$ cat config.mk
export PLATFORM = sky130hd
export DESIGN_NAME = cache_control
export DESIGN_NICKNAME = d
export VERILOG_FILES = /design/src/cache_pkg.sv /design/src/cache_control.sv
export SDC_FILE = /design/constraint.sdc
export NUM_CORES = 1
export LEC_CHECK = 0
export BUFFER_PORTS_ARGS = -buffer_cell sky130_fd_sc_hd__buf_2
export CAP_MARGIN = 20
export CORE_AREA = 2 2 39 41
export DETAILED_ROUTE_END_ITERATION = 12
export DIE_AREA = 0 0 41 43
export GPL_TIMING_DRIVEN = 0
export PLACE_DENSITY = 0.91
export SYNTH_ARGS = -nofsm -noshare
export SYNTH_HDL_FRONTEND = slang
export SYNTH_SLANG_ARGS = --single-unit
export TNS_END_PERCENT = 100
$ cat constraint.sdc
create_clock -name vclk -period 1.22
set_input_delay 0.061 -clock vclk [all_inputs]
set_output_delay 0.061 -clock vclk [all_outputs]
set_load 0.01 [all_outputs]
$ cat src/cache_pkg.sv
package cache_pkg;

    // Word address and word size
    localparam int ADDR_WIDTH    = 30;
    localparam int DATA_WIDTH    = 32;
    localparam int BYTE_EN_WIDTH = 4;

    // Miss sequencer states
    typedef enum logic [2:0] {
        ST_NORMAL       = 3'd0,
        ST_IC_MISS      = 3'd1,
        ST_DC_MISS      = 3'd2,
        ST_DOUBLE_MISS  = 3'd3,
        ST_DC_WRITEBACK = 3'd4
    } cache_state_t;

endpackage

$ cat src/cache_control.sv
`timescale 1ns/1ps

module cache_control #(
    parameter int OFFSET_WIDTH = 3
) (
    input  logic                                dc_read_in,
    input  logic                                dc_write_in,
    input  logic [cache_pkg::BYTE_EN_WIDTH-1:0] dc_byte_w_en_in,
    input  logic [OFFSET_WIDTH-1:0]             ic_offset,
    input  logic [OFFSET_WIDTH-1:0]             dc_offset,
    input  logic                                ic_hit,
    input  logic                                ic_valid,
    input  logic                                dc_hit,
    input  logic                                dc_dirty,
    input  logic                                dc_valid,
    input  cache_pkg::cache_state_t             state,
    input  logic [OFFSET_WIDTH-1:0]             counter,
    // Instruction cache
    output logic                                ic_enable,
    output logic [OFFSET_WIDTH-1:0]             ic_word_sel,
    output logic                                ic_cmp,
    output logic                                ic_write,
    output logic                                ic_data_sel,
    output logic [cache_pkg::BYTE_EN_WIDTH-1:0] ic_byte_w_en,
    output logic                                ic_valid_in,
    // Data cache
    output logic                                dc_enable,
    output logic [OFFSET_WIDTH-1:0]             dc_word_sel,
    output logic                                dc_cmp,
    output logic                                dc_write,
    output logic                                dc_data_sel,
    output logic [cache_pkg::BYTE_EN_WIDTH-1:0] dc_byte_w_en,
    output logic                                dc_valid_in,
    // RAM port and sequencer
    output logic [1:0]                          ram_addr_sel,
    output logic                                ram_en_out,
    output logic                                ram_write_out,
    output cache_pkg::cache_state_t             state_next,
    output logic [OFFSET_WIDTH-1:0]             counter_next
);

    // RAM address sources
    localparam logic [1:0] RAM_ADDR_IC = 2'b00;
    localparam logic [1:0] RAM_ADDR_DC = 2'b01;
    localparam logic [1:0] RAM_ADDR_WB = 2'b10;

    logic last_word;
    logic dc_req;
    logic ic_miss;
    logic dc_miss;

    assign last_word = (counter == {OFFSET_WIDTH{1'b1}});
    assign dc_req    = dc_read_in || dc_write_in;
    assign ic_miss   = !ic_hit;
    assign dc_miss   = dc_req && !dc_hit;

    always_comb begin
        // Hit path unless a miss state overrides
        ic_enable     = 1'b1;
        ic_word_sel   = ic_offset;
        ic_cmp        = 1'b1;
        ic_write      = 1'b0;
        ic_data_sel   = 1'b1;
        ic_byte_w_en  = '1;
        ic_valid_in   = 1'b1;
        dc_enable     = dc_req;
        dc_word_sel   = dc_offset;
        dc_cmp        = 1'b1;
        dc_write      = dc_write_in;
        dc_data_sel   = 1'b0;
        dc_byte_w_en  = dc_byte_w_en_in;
        dc_valid_in   = 1'b1;
        ram_addr_sel  = RAM_ADDR_IC;
        ram_en_out    = 1'b0;
        ram_write_out = 1'b0;
        state_next    = state;
        counter_next  = counter + 1'b1;

        case (state)
            cache_pkg::ST_NORMAL: begin
                counter_next = '0;
                if (ic_miss && dc_miss) begin
                    state_next = cache_pkg::ST_DOUBLE_MISS;
                end else if (ic_miss) begin
                    state_next = cache_pkg::ST_IC_MISS;
                end else if (dc_miss && dc_valid && dc_dirty) begin
                    state_next = cache_pkg::ST_DC_WRITEBACK;
                end else if (dc_miss) begin
                    state_next = cache_pkg::ST_DC_MISS;
                end
            end

            cache_pkg::ST_IC_MISS, cache_pkg::ST_DOUBLE_MISS: begin
                // Data cache looks up the instruction block, a hit feeds the fill
                ic_word_sel = counter;
                ic_cmp      = 1'b0;
                ic_write    = 1'b1;
                ic_data_sel = !dc_hit;
                ic_valid_in = last_word;
                dc_enable   = 1'b1;
                dc_word_sel = counter;
                dc_write    = 1'b0;
                ram_en_out  = !dc_hit;
                // data side of a double miss is judged again from normal
                if (last_word) begin
                    state_next = cache_pkg::ST_NORMAL;
                end
            end

            cache_pkg::ST_DC_WRITEBACK: begin
                ic_enable     = 1'b0;
                dc_enable     = 1'b1;
                dc_word_sel   = counter;
                dc_cmp        = 1'b0;
                dc_write      = 1'b0;
                ram_addr_sel  = RAM_ADDR_WB;
                ram_en_out    = 1'b1;
                ram_write_out = 1'b1;
                if (last_word) begin
                    state_next = cache_pkg::ST_DC_MISS;
                end
            end

            cache_pkg::ST_DC_MISS: begin
                ic_enable    = 1'b0;
                dc_enable    = 1'b1;
                dc_word_sel  = counter;
                dc_cmp       = 1'b0;
                dc_write     = 1'b1;
                dc_data_sel  = 1'b1;
                dc_byte_w_en = '1;
                dc_valid_in  = last_word;
                ram_addr_sel = RAM_ADDR_DC;
                ram_en_out   = 1'b1;
                if (last_word) begin
                    state_next = cache_pkg::ST_NORMAL;
                end
            end

            default: begin
                state_next = cache_pkg::ST_NORMAL;
            end
        endcase
    end

    // RAM writes only drain a valid dirty victim
    always_comb begin
        assert final (!ram_write_out || (ram_en_out && dc_valid && dc_dirty));
    end

endmodule

* After elaboration in Yosys (flattened, before gate mapping)
Cells that the tools add are included.
** Storage, ports and cells
- Bits in registers :: 0
- Bits of input ports :: 23
- Output and inout port bits :: 34
** Cells by class
- $add $sub $neg :: 1
- Equal/unequal tests :: 5
- Multiplexer cells :: 23
- Reduce and logical (&&, ||, !) cells :: 13
** Operators by type and width (number)
- $mux W3 :: 9
- $mux W1 :: 9
- $pmux W3 S3 :: 1
- $eq A3 B2 Y1 const B :: 2
- $eq A3 B3 Y1 const B :: 2
- $reduce_or A3 Y1 :: 2
- $logic_and A1 B1 Y1 :: 4
- $mux W4 :: 1
- $pmux W1 S2 :: 2
- $pmux W2 S2 :: 1
- $reduce_or A2 Y1 :: 2
- $reduce_or A4 Y1 :: 1
- $add A3 B1 Y3 const B :: 1
- $eq A3 B1 Y1 const B :: 1
- $logic_not A3 Y1 :: 1
- $logic_not A1 Y1 :: 2
- $logic_or A1 B1 Y1 :: 1

* Logic depth before layout (Yosys ltp)
Gate-level depths: netlist of run 1.
- Word-level depth :: 8
- Mapped depth :: 6
- Gate-level depth less buffers :: 5

* Worst setup path after synthesis of run 1
OpenSTA, ideal clock, no wires.
- Path kind :: input -> output
- From :: input port state[2]
- To :: output port state_next[2]
- Arrival time :: 0.912 ns
- Path slack :: 0.247 ns
- Stages on the path :: 3
- Path buffers :: 1
- Cells stage by stage :: buf_6 or4_1 a21oi_1
** Between the ends
- Cells in the longest elaborated chain, start to end :: 5
** RTL lines
- start: declaration :: line cache_control.sv:16 : input cache_pkg::cache_state_t state,
- $mux W3 :: line cache_control.sv:88 : end else if (dc_miss) begin
- $mux W3 :: line cache_control.sv:86 : end else if (dc_miss && dc_valid && dc_dirty) begin
- $mux W3 :: line cache_control.sv:84 : end else if (ic_miss) begin
- $mux W3 :: line cache_control.sv:82 : if (ic_miss && dc_miss) begin
- $pmux W3 S3 (*) :: line cache_control.sv:79 : case (state)
- end: declaration :: line cache_control.sv:38 : output cache_pkg::cache_state_t state_next,
Mark *: on every way between the ends. The rest lies on a longest branch, timed or not.

* Worst setup path in the final report of run 1
- From :: input port counter[0]
- To :: output port state_next[2]
** Between the ends
- Cells in the longest elaborated chain, start to end :: 3
** RTL lines
- start: declaration :: line cache_control.sv:17 : input logic [OFFSET_WIDTH-1:0] counter,
- $eq A3 B3 Y1 (*) :: line cache_control.sv:52 : assign last_word = (counter == {OFFSET_WIDTH{1'b1}});
- $mux W3, on equally long branches :: line cache_control.sv:105, cache_control.sv:135, cache_control.sv:119
- $pmux W3 S3 (*) :: line cache_control.sv:79
Marks and branches as above.

==> results.ini, run 1 <==
[yosys]
ys_seq_area_frac = 0
synth_area_per_cell_um2 = 6.745
synth.cell_area_um2 = 431.7
yosys_warnings = 0
synthTopCellsByArea = sky130_fd_sc_hd__nand2_1 13%, sky130_fd_sc_hd__buf_4 10%, sky130_fd_sc_hd__mux2_4 10%
synthDominantAreaCellType = sky130_fd_sc_hd__nand2_1
synth.distinct_cells = 27
netlist_instances = 64
yosysTopAreaCellShare = 0.1304

[grt]
overflow = 0
grtUsageMet3 = 0.005236
antenna_found_initial = 0
grt_max_degree = 11
grtUsageMet1 = 0.2102
use_met2 = 0.2938
grt_pass1_vias = 527
grt_pass1_wl_um = 2187
grt_use_total = 0.1612
grt_most_used_layer = met2

[finish]
diodes = 0
post_route_cells_drive_above_1_share = 0.6017
seq_cell_count = 0
fillers = 165
layout.clock_buffers = 0
post_synthesis_to_final_layout_area_growth_pct = 66.38
seqCellArea_um2 = 0
finish.net_count = 145

[pwr]
power.static_leakage_nw = 0.4225
ir_worst_vdd_mv = 0.1636
power_density_mw_per_mm2 = 409.4

[floorplanning]
die_h_um = 43
initial_core_util = 0.3119
core.rowCount = 14
die_area_mm2 = 0.001763
die_w_um = 41
core_box_area_mm2 = 0.001384
num_io_pins = 57

[place]
detailedPlacementHpwl_um = 1214
routability_congestion = 0.8420
numPortBuffers = 51
place_ws_ns = 0.07178

[sta]
hold_ws_ns = 0.3914
fmaxAchievable_mhz = 863.1
finalSetupViolCount = 0
timing.final.crit_share = 0.9497
timing_hold_violations_final = 0
final.setup.tns_ns = 0
setup_slack_ns = 0.06141
period_needed_ns = 1.159
rsz0062_at_grt = false
slew_viol_final = 0

[setup_path]
path_cells = buf_2 > ha_1 > ha_1 > inv_1 > nand2_1 > a21oi_1 > buf_2
setup.worst_path.start = counter[0]
worst-setup-path-type = input pin to output pin
worst_setup_path_start_kind = input pin
end_kind = output pin
critical_path_peak_fanout = 4
timing.critical_path.depth = 7
crit_arrival_ns = 1.10
cpPeakStageDelay_ns = 0.21
buffers_plus_inverters_on_the_worst_setup_path = 3
critPathTopFamily = adder cells
critPathSlowestCell = sky130_fd_sc_hd__ha_1
timing.critical_path.required_ns = 1.16

[route]
detail_route.vias_per_cell = 4.418
drt-wirelength-per-cell_um = 10.08
ant_nets = 0
drt_first_iter_violations = 4
routed_wl_um = 1351
num_vias = 592
drcViolationCount = 0
detailedRoute.firstPassIterationCount = 4

[outcome]
outcome = completed

[clocking]
cts_post_setup_buffers_inserted = 0
ctsHoldBuffers = 0
cts-resized-gates = 0

[hold_path]
worst_hold_path_type = input pin to output pin
min_from = dc_byte_w_en_in[0]
hold_path_depth = 3

[job]
max_cap_violations = 0

-- where the power goes --
part | internal, mW | total, mW | leakage [nW] | switching (mW)
Sequential | 0 | 0 | 0 | 0
Combinational | 0.149 | 0.294 | 0.423 | 0.145
Clock | 0 | 0 | 0 | 0
-- path summary, 6_finish.rpt --
path                          end  slack, ns
setup / recovery    state_next[2]       0.06
hold / removal    dc_byte_w_en[0]       0.39
-- metal layers --
metal,share of wire,vias to the layer above
met4,0,0
li1,-,307
met5,0,-
met1,0.37,268
met2,0.57,17
met3,0.056,0
-- Yosys cell counts, types with 2 or more instances --
master and count:
sky130_fd_sc_hd__nand2b_1 2, sky130_fd_sc_hd__nor3b_1 2, sky130_fd_sc_hd__ha_1 2, sky130_fd_sc_hd__buf_2 2
sky130_fd_sc_hd__nor2_1 5, sky130_fd_sc_hd__a21oi_1 2, sky130_fd_sc_hd__buf_4 6, sky130_fd_sc_hd__or2_2 5
sky130_fd_sc_hd__mux2_4 3, sky130_fd_sc_hd__nor2b_1 3, sky130_fd_sc_hd__inv_1 2, sky130_fd_sc_hd__nand2_1 15
-- cell type report --
cell class                      instances  area, µm²  area share
Tap cell                               16      20.02     0.02787
Buffer                                  9      66.31     0.09233
Timing Repair Buffer                   51      255.2      0.3554
Multi-Input combinational cell         56      369.1      0.5139
Inverter                                2      7.507     0.01045
-- through the flow --
step	std cells	util	cell area, µm²	total power, mW
2_1_floorplan	67	-	442.9	0.1744
5_1_grt	134	0.5190	718.2	0.3241
3_3_place_gp	134	0.5190	718.2	0.2865
6_report	134	0.5190	718.2	0.2940
3_5_place_dp	134	0.5190	718.2	0.2950
4_1_cts	134	0.5190	718.2	0.2958
-- cell families (layout without fill, tap and decap cells) --
group | after synthesis | count (layout) | share of synthesized area
and+or+nand+nor | 39 | 39 | 0.4870
buffers and inverters | 11 | 62 | 0.1710
AOI/OAI and AO/OA | 6 | 6 | 0.08697
muxes | 3 | 3 | 0.1043
adders and majority gates | 2 | 2 | 0.05796
xor gates and xnor gates | 2 | 2 | 0.08407
other | 1 | 4 | 0.008687
-- cells in the final DEF (no fill, tap or decap) --
cell type | synthesis | final
sky130_fd_sc_hd__nand4b_1 | 1 | 1
sky130_fd_sc_hd__nor2_4 | 1 | 1
sky130_fd_sc_hd__nor2_1 | 5 | 5
sky130_fd_sc_hd__conb_1 | 1 | 4
sky130_fd_sc_hd__a31oi_1 | 1 | 1
sky130_fd_sc_hd__nor3b_2 | 1 | 1
sky130_fd_sc_hd__buf_6 | 1 | 1
sky130_fd_sc_hd__a2bb2oi_1 | 1 | 1
sky130_fd_sc_hd__xor2_1 | 1 | 1
sky130_fd_sc_hd__a211oi_1 | 1 | 1
sky130_fd_sc_hd__xnor2_4 | 1 | 1
sky130_fd_sc_hd__nand2_1 | 15 | 15
sky130_fd_sc_hd__ha_1 | 2 | 2
sky130_fd_sc_hd__or2_1 | 1 | 1
sky130_fd_sc_hd__a21oi_1 | 2 | 2
sky130_fd_sc_hd__nor2b_1 | 3 | 3
sky130_fd_sc_hd__mux2_4 | 3 | 3
sky130_fd_sc_hd__and2_1 | 1 | 1
sky130_fd_sc_hd__nor3b_1 | 2 | 2
sky130_fd_sc_hd__nand2b_1 | 2 | 2
sky130_fd_sc_hd__or4_1 | 1 | 1
sky130_fd_sc_hd__buf_4 | 6 | 6
sky130_fd_sc_hd__or2_2 | 5 | 5
sky130_fd_sc_hd__inv_1 | 2 | 2
sky130_fd_sc_hd__buf_2 | 2 | 53
sky130_fd_sc_hd__nand3_1 | 1 | 1
sky130_fd_sc_hd__o21ai_0 | 1 | 1
(Power assumes the default switching activity.)
==> run 2, diff against run 1 <==
ABC_AREA = 1   (was not set)
==> run 2 against run 1 <==
- clock-buffer cell count is the same
- power shrank 4.4%
- core utilization grew 0.18 points
- non-clock buffer count shrank 2
- global-route usage shrank 2.9 points
- first-iteration DRC count is the same
- die area is the same
==> results.ini, run 2 <==
[hold_path]
min_from = dc_byte_w_en_in[2]
hold_end = dc_byte_w_en[2]
hold_path_depth = 3  ; unchanged
worst_hold_path_type = input pin to output pin

[setup_path]
crit_arrival_ns = 1.00  ; -0.10 ns
path_cells = buf_2 > ha_1 > ha_1 > o21ai_0 > o21ai_0 > nand2_1 > buf_2
critPathSlowestCell = sky130_fd_sc_hd__ha_1
cpPeakStageDelay_ns = 0.20  ; about the same
critPathTopFamily = adder cells
critical_path_peak_fanout = 3  ; -1
timing.critical_path.required_ns = 1.16  ; about the same
buffers_plus_inverters_on_the_worst_setup_path = 2  ; -1
worst-setup-path-type = input pin to output pin
end_kind = output pin
worst_setup_path_start_kind = input pin

[route]
ant_nets = 0  ; unchanged
routed_wl_um = 1216  ; -10%
detailedRoute.firstPassIterationCount = 4  ; unchanged
detail_route.vias_per_cell = 4.185  ; -5.3%
drt_first_iter_violations = 4  ; unchanged
drt-wirelength-per-cell_um = 8.053  ; -20%
num_vias = 632  ; +6.8%
drcViolationCount = 0  ; unchanged

[yosys]
yosys_warnings = 0  ; unchanged
synth-xor-area-share = 0  ; -0.08406
synth_simple_gate_area_share = 0.5101  ; +0.02313
synth.area.mux_share = 0  ; -0.1043
synth.distinct_cells = 21  ; -22%
synth_area_per_cell_um2 = 5.360  ; -21%
synth_compound_area_frac = 0.1499  ; +0.06290
synthDominantAreaCellType = sky130_fd_sc_hd__nand2_1
ys_seq_area_frac = 0  ; unchanged
synth.cell_area_um2 = 434.2  ; +0.58%
netlist_instances = 81  ; +27%
synth_fa_ha_area_frac = 0.05764  ; -0.0003341
synth.most_common_cell = sky130_fd_sc_hd__nand2_1
yosysTopAreaCellShare = 0.2075  ; +0.07706
synth_common_cells = 24 x sky130_fd_sc_hd__nand2_1, 12 x sky130_fd_sc_hd__inv_1, 6 x sky130_fd_sc_hd__buf_4
synthTopCellsByArea = sky130_fd_sc_hd__nand2_1 21%, sky130_fd_sc_hd__buf_4 10%, sky130_fd_sc_hd__inv_1 10%
synth_top_family_by_area = simple AND/OR/NAND/NOR gates

[finish]
post-route-cell-area_um2 = 720.7  ; +0.35%
diodes = 0  ; unchanged
layout_commonest_cell = sky130_fd_sc_hd__buf_2
post_route_cells_drive_above_1_share = 0.5185  ; -0.08318
layout.clock_buffers = 0  ; unchanged
seq_cell_count = 0  ; unchanged
most-common-layout-cells = 51 x sky130_fd_sc_hd__buf_2, 24 x sky130_fd_sc_hd__nand2_1, 12 x sky130_fd_sc_hd__inv_1
finish.net_count = 162  ; +12%
fillers = 151  ; -8.5%
seqCellArea_um2 = 0  ; unchanged
post_synthesis_to_final_layout_area_growth_pct = 65.99

[place]
detailed_place.area_um2 = 720.7  ; +0.35%
numPortBuffers = 51  ; unchanged
detailedPlacementHpwl_um = 1143  ; -5.8%
routability_congestion = 0.7839  ; -6.9%

[sta]
hold_ws_ns = 0.3857  ; -0.005710 ns
fmaxAchievable_mhz = 946.9  ; +9.7%
timing.final.crit_share = 0.8656  ; -0.08403
finalSetupViolCount = 0  ; unchanged
period_needed_ns = 1.056  ; -0.1025 ns
rsz0062_at_grt = false
timing_hold_violations_final = 0  ; unchanged
final.setup.tns_ns = 0  ; unchanged
slew_viol_final = 0  ; unchanged

[floorplanning]
die_h_um = 43  ; unchanged
num_io_pins = 57  ; unchanged
core_box_area_mm2 = 0.001384  ; unchanged
die_w_um = 41  ; unchanged
die_area_mm2 = 0.001763  ; unchanged
initial_core_util = 0.3137  ; +0.001808
core.rowCount = 14  ; unchanged

[grt]
grt_pass1_wl_um = 1752  ; -20%
antenna_found_initial = 0  ; unchanged
grt_pass1_vias = 476  ; -9.7%
overflow = 0  ; unchanged
grt_use_total = 0.1319  ; -0.02929
grt_max_degree = 9  ; -2

[clocking]
cts-resized-gates = 0  ; unchanged
cts_post_setup_buffers_inserted = 0  ; unchanged
ctsHoldBuffers = 0  ; unchanged

[pwr]
power_density_mw_per_mm2 = 390.2  ; -4.7%
ir_worst_vdd_mv = 0.1431  ; -12%
power.static_leakage_nw = 0.4759  ; +13%

[outcome]
outcome = completed

[job]
max_cap_violations = 0  ; unchanged

==> run 2: tightest hold or removal path: stages <==
cell,delay [ns]
sky130_fd_sc_hd__buf_2,0.07
sky130_fd_sc_hd__or2_1,0.08
sky130_fd_sc_hd__buf_2,0.12
==> run 2: per-layer routing <==
layer / global-route usage / share of wire / routed length (µm)
met1: 0.1614 / 0.38 / 466
met2: 0.2531 / 0.52 / 627
met3: 0 / 0.10 / 121
met4: 0 / 0 / 0
met5: 0 / 0 / 0
==> run 2: layout make-up <==
type | instances | area, µm² | share of cell area
repair buffers | 51 | 255.2 | 0.3542
inverters | 16 | 62.56 | 0.08681
plain buffers | 7 | 56.30 | 0.07813
well taps | 16 | 20.02 | 0.02778
multi-input cells | 61 | 326.6 | 0.4531
==> run 2: cell families (layout without fill, tap and decap cells) <==
kind of cell / after synthesis / count (layout)
fa+ha+maj: 2 / 2
simple gates: 44 / 44
other cells: 1 / 4
compound gates: 11 / 11
buf+inv: 23 / 74
==> run 2: worst max-delay path by stage <==
stage	start	end	slack, ns	cells after the start
after floorplan	state[2]	ic_enable	0.38	4
after global placement	counter[0]	state_next[1]	0.17	7
after detailed placement	counter[0]	state_next[1]	0.16	7
after CTS	counter[0]	state_next[1]	0.16	7
after global routing	counter[0]	state_next[1]	0.06	7
final	counter[0]	state_next[1]	0.16	7
==> run 2: power by group <==
group / total (mW) / internal (mW) / switching [mW]
Combinational: 0.281 / 0.126 / 0.156
Clock: 0 / 0 / 0
Sequential: 0 / 0 / 0
==> run 2: stage by stage <==
step,cells,utilization,worst slack (ns),power (mW)
after floorplan,84,-,0.3836,0.1652
after global placement,151,0.5208,0.1711,0.2762
after detailed placement,151,0.5208,0.1630,0.2831
after CTS,151,0.5208,0.1581,0.2836
after global routing,151,0.5208,0.06402,0.3172
final,151,0.5208,0.1639,0.2812
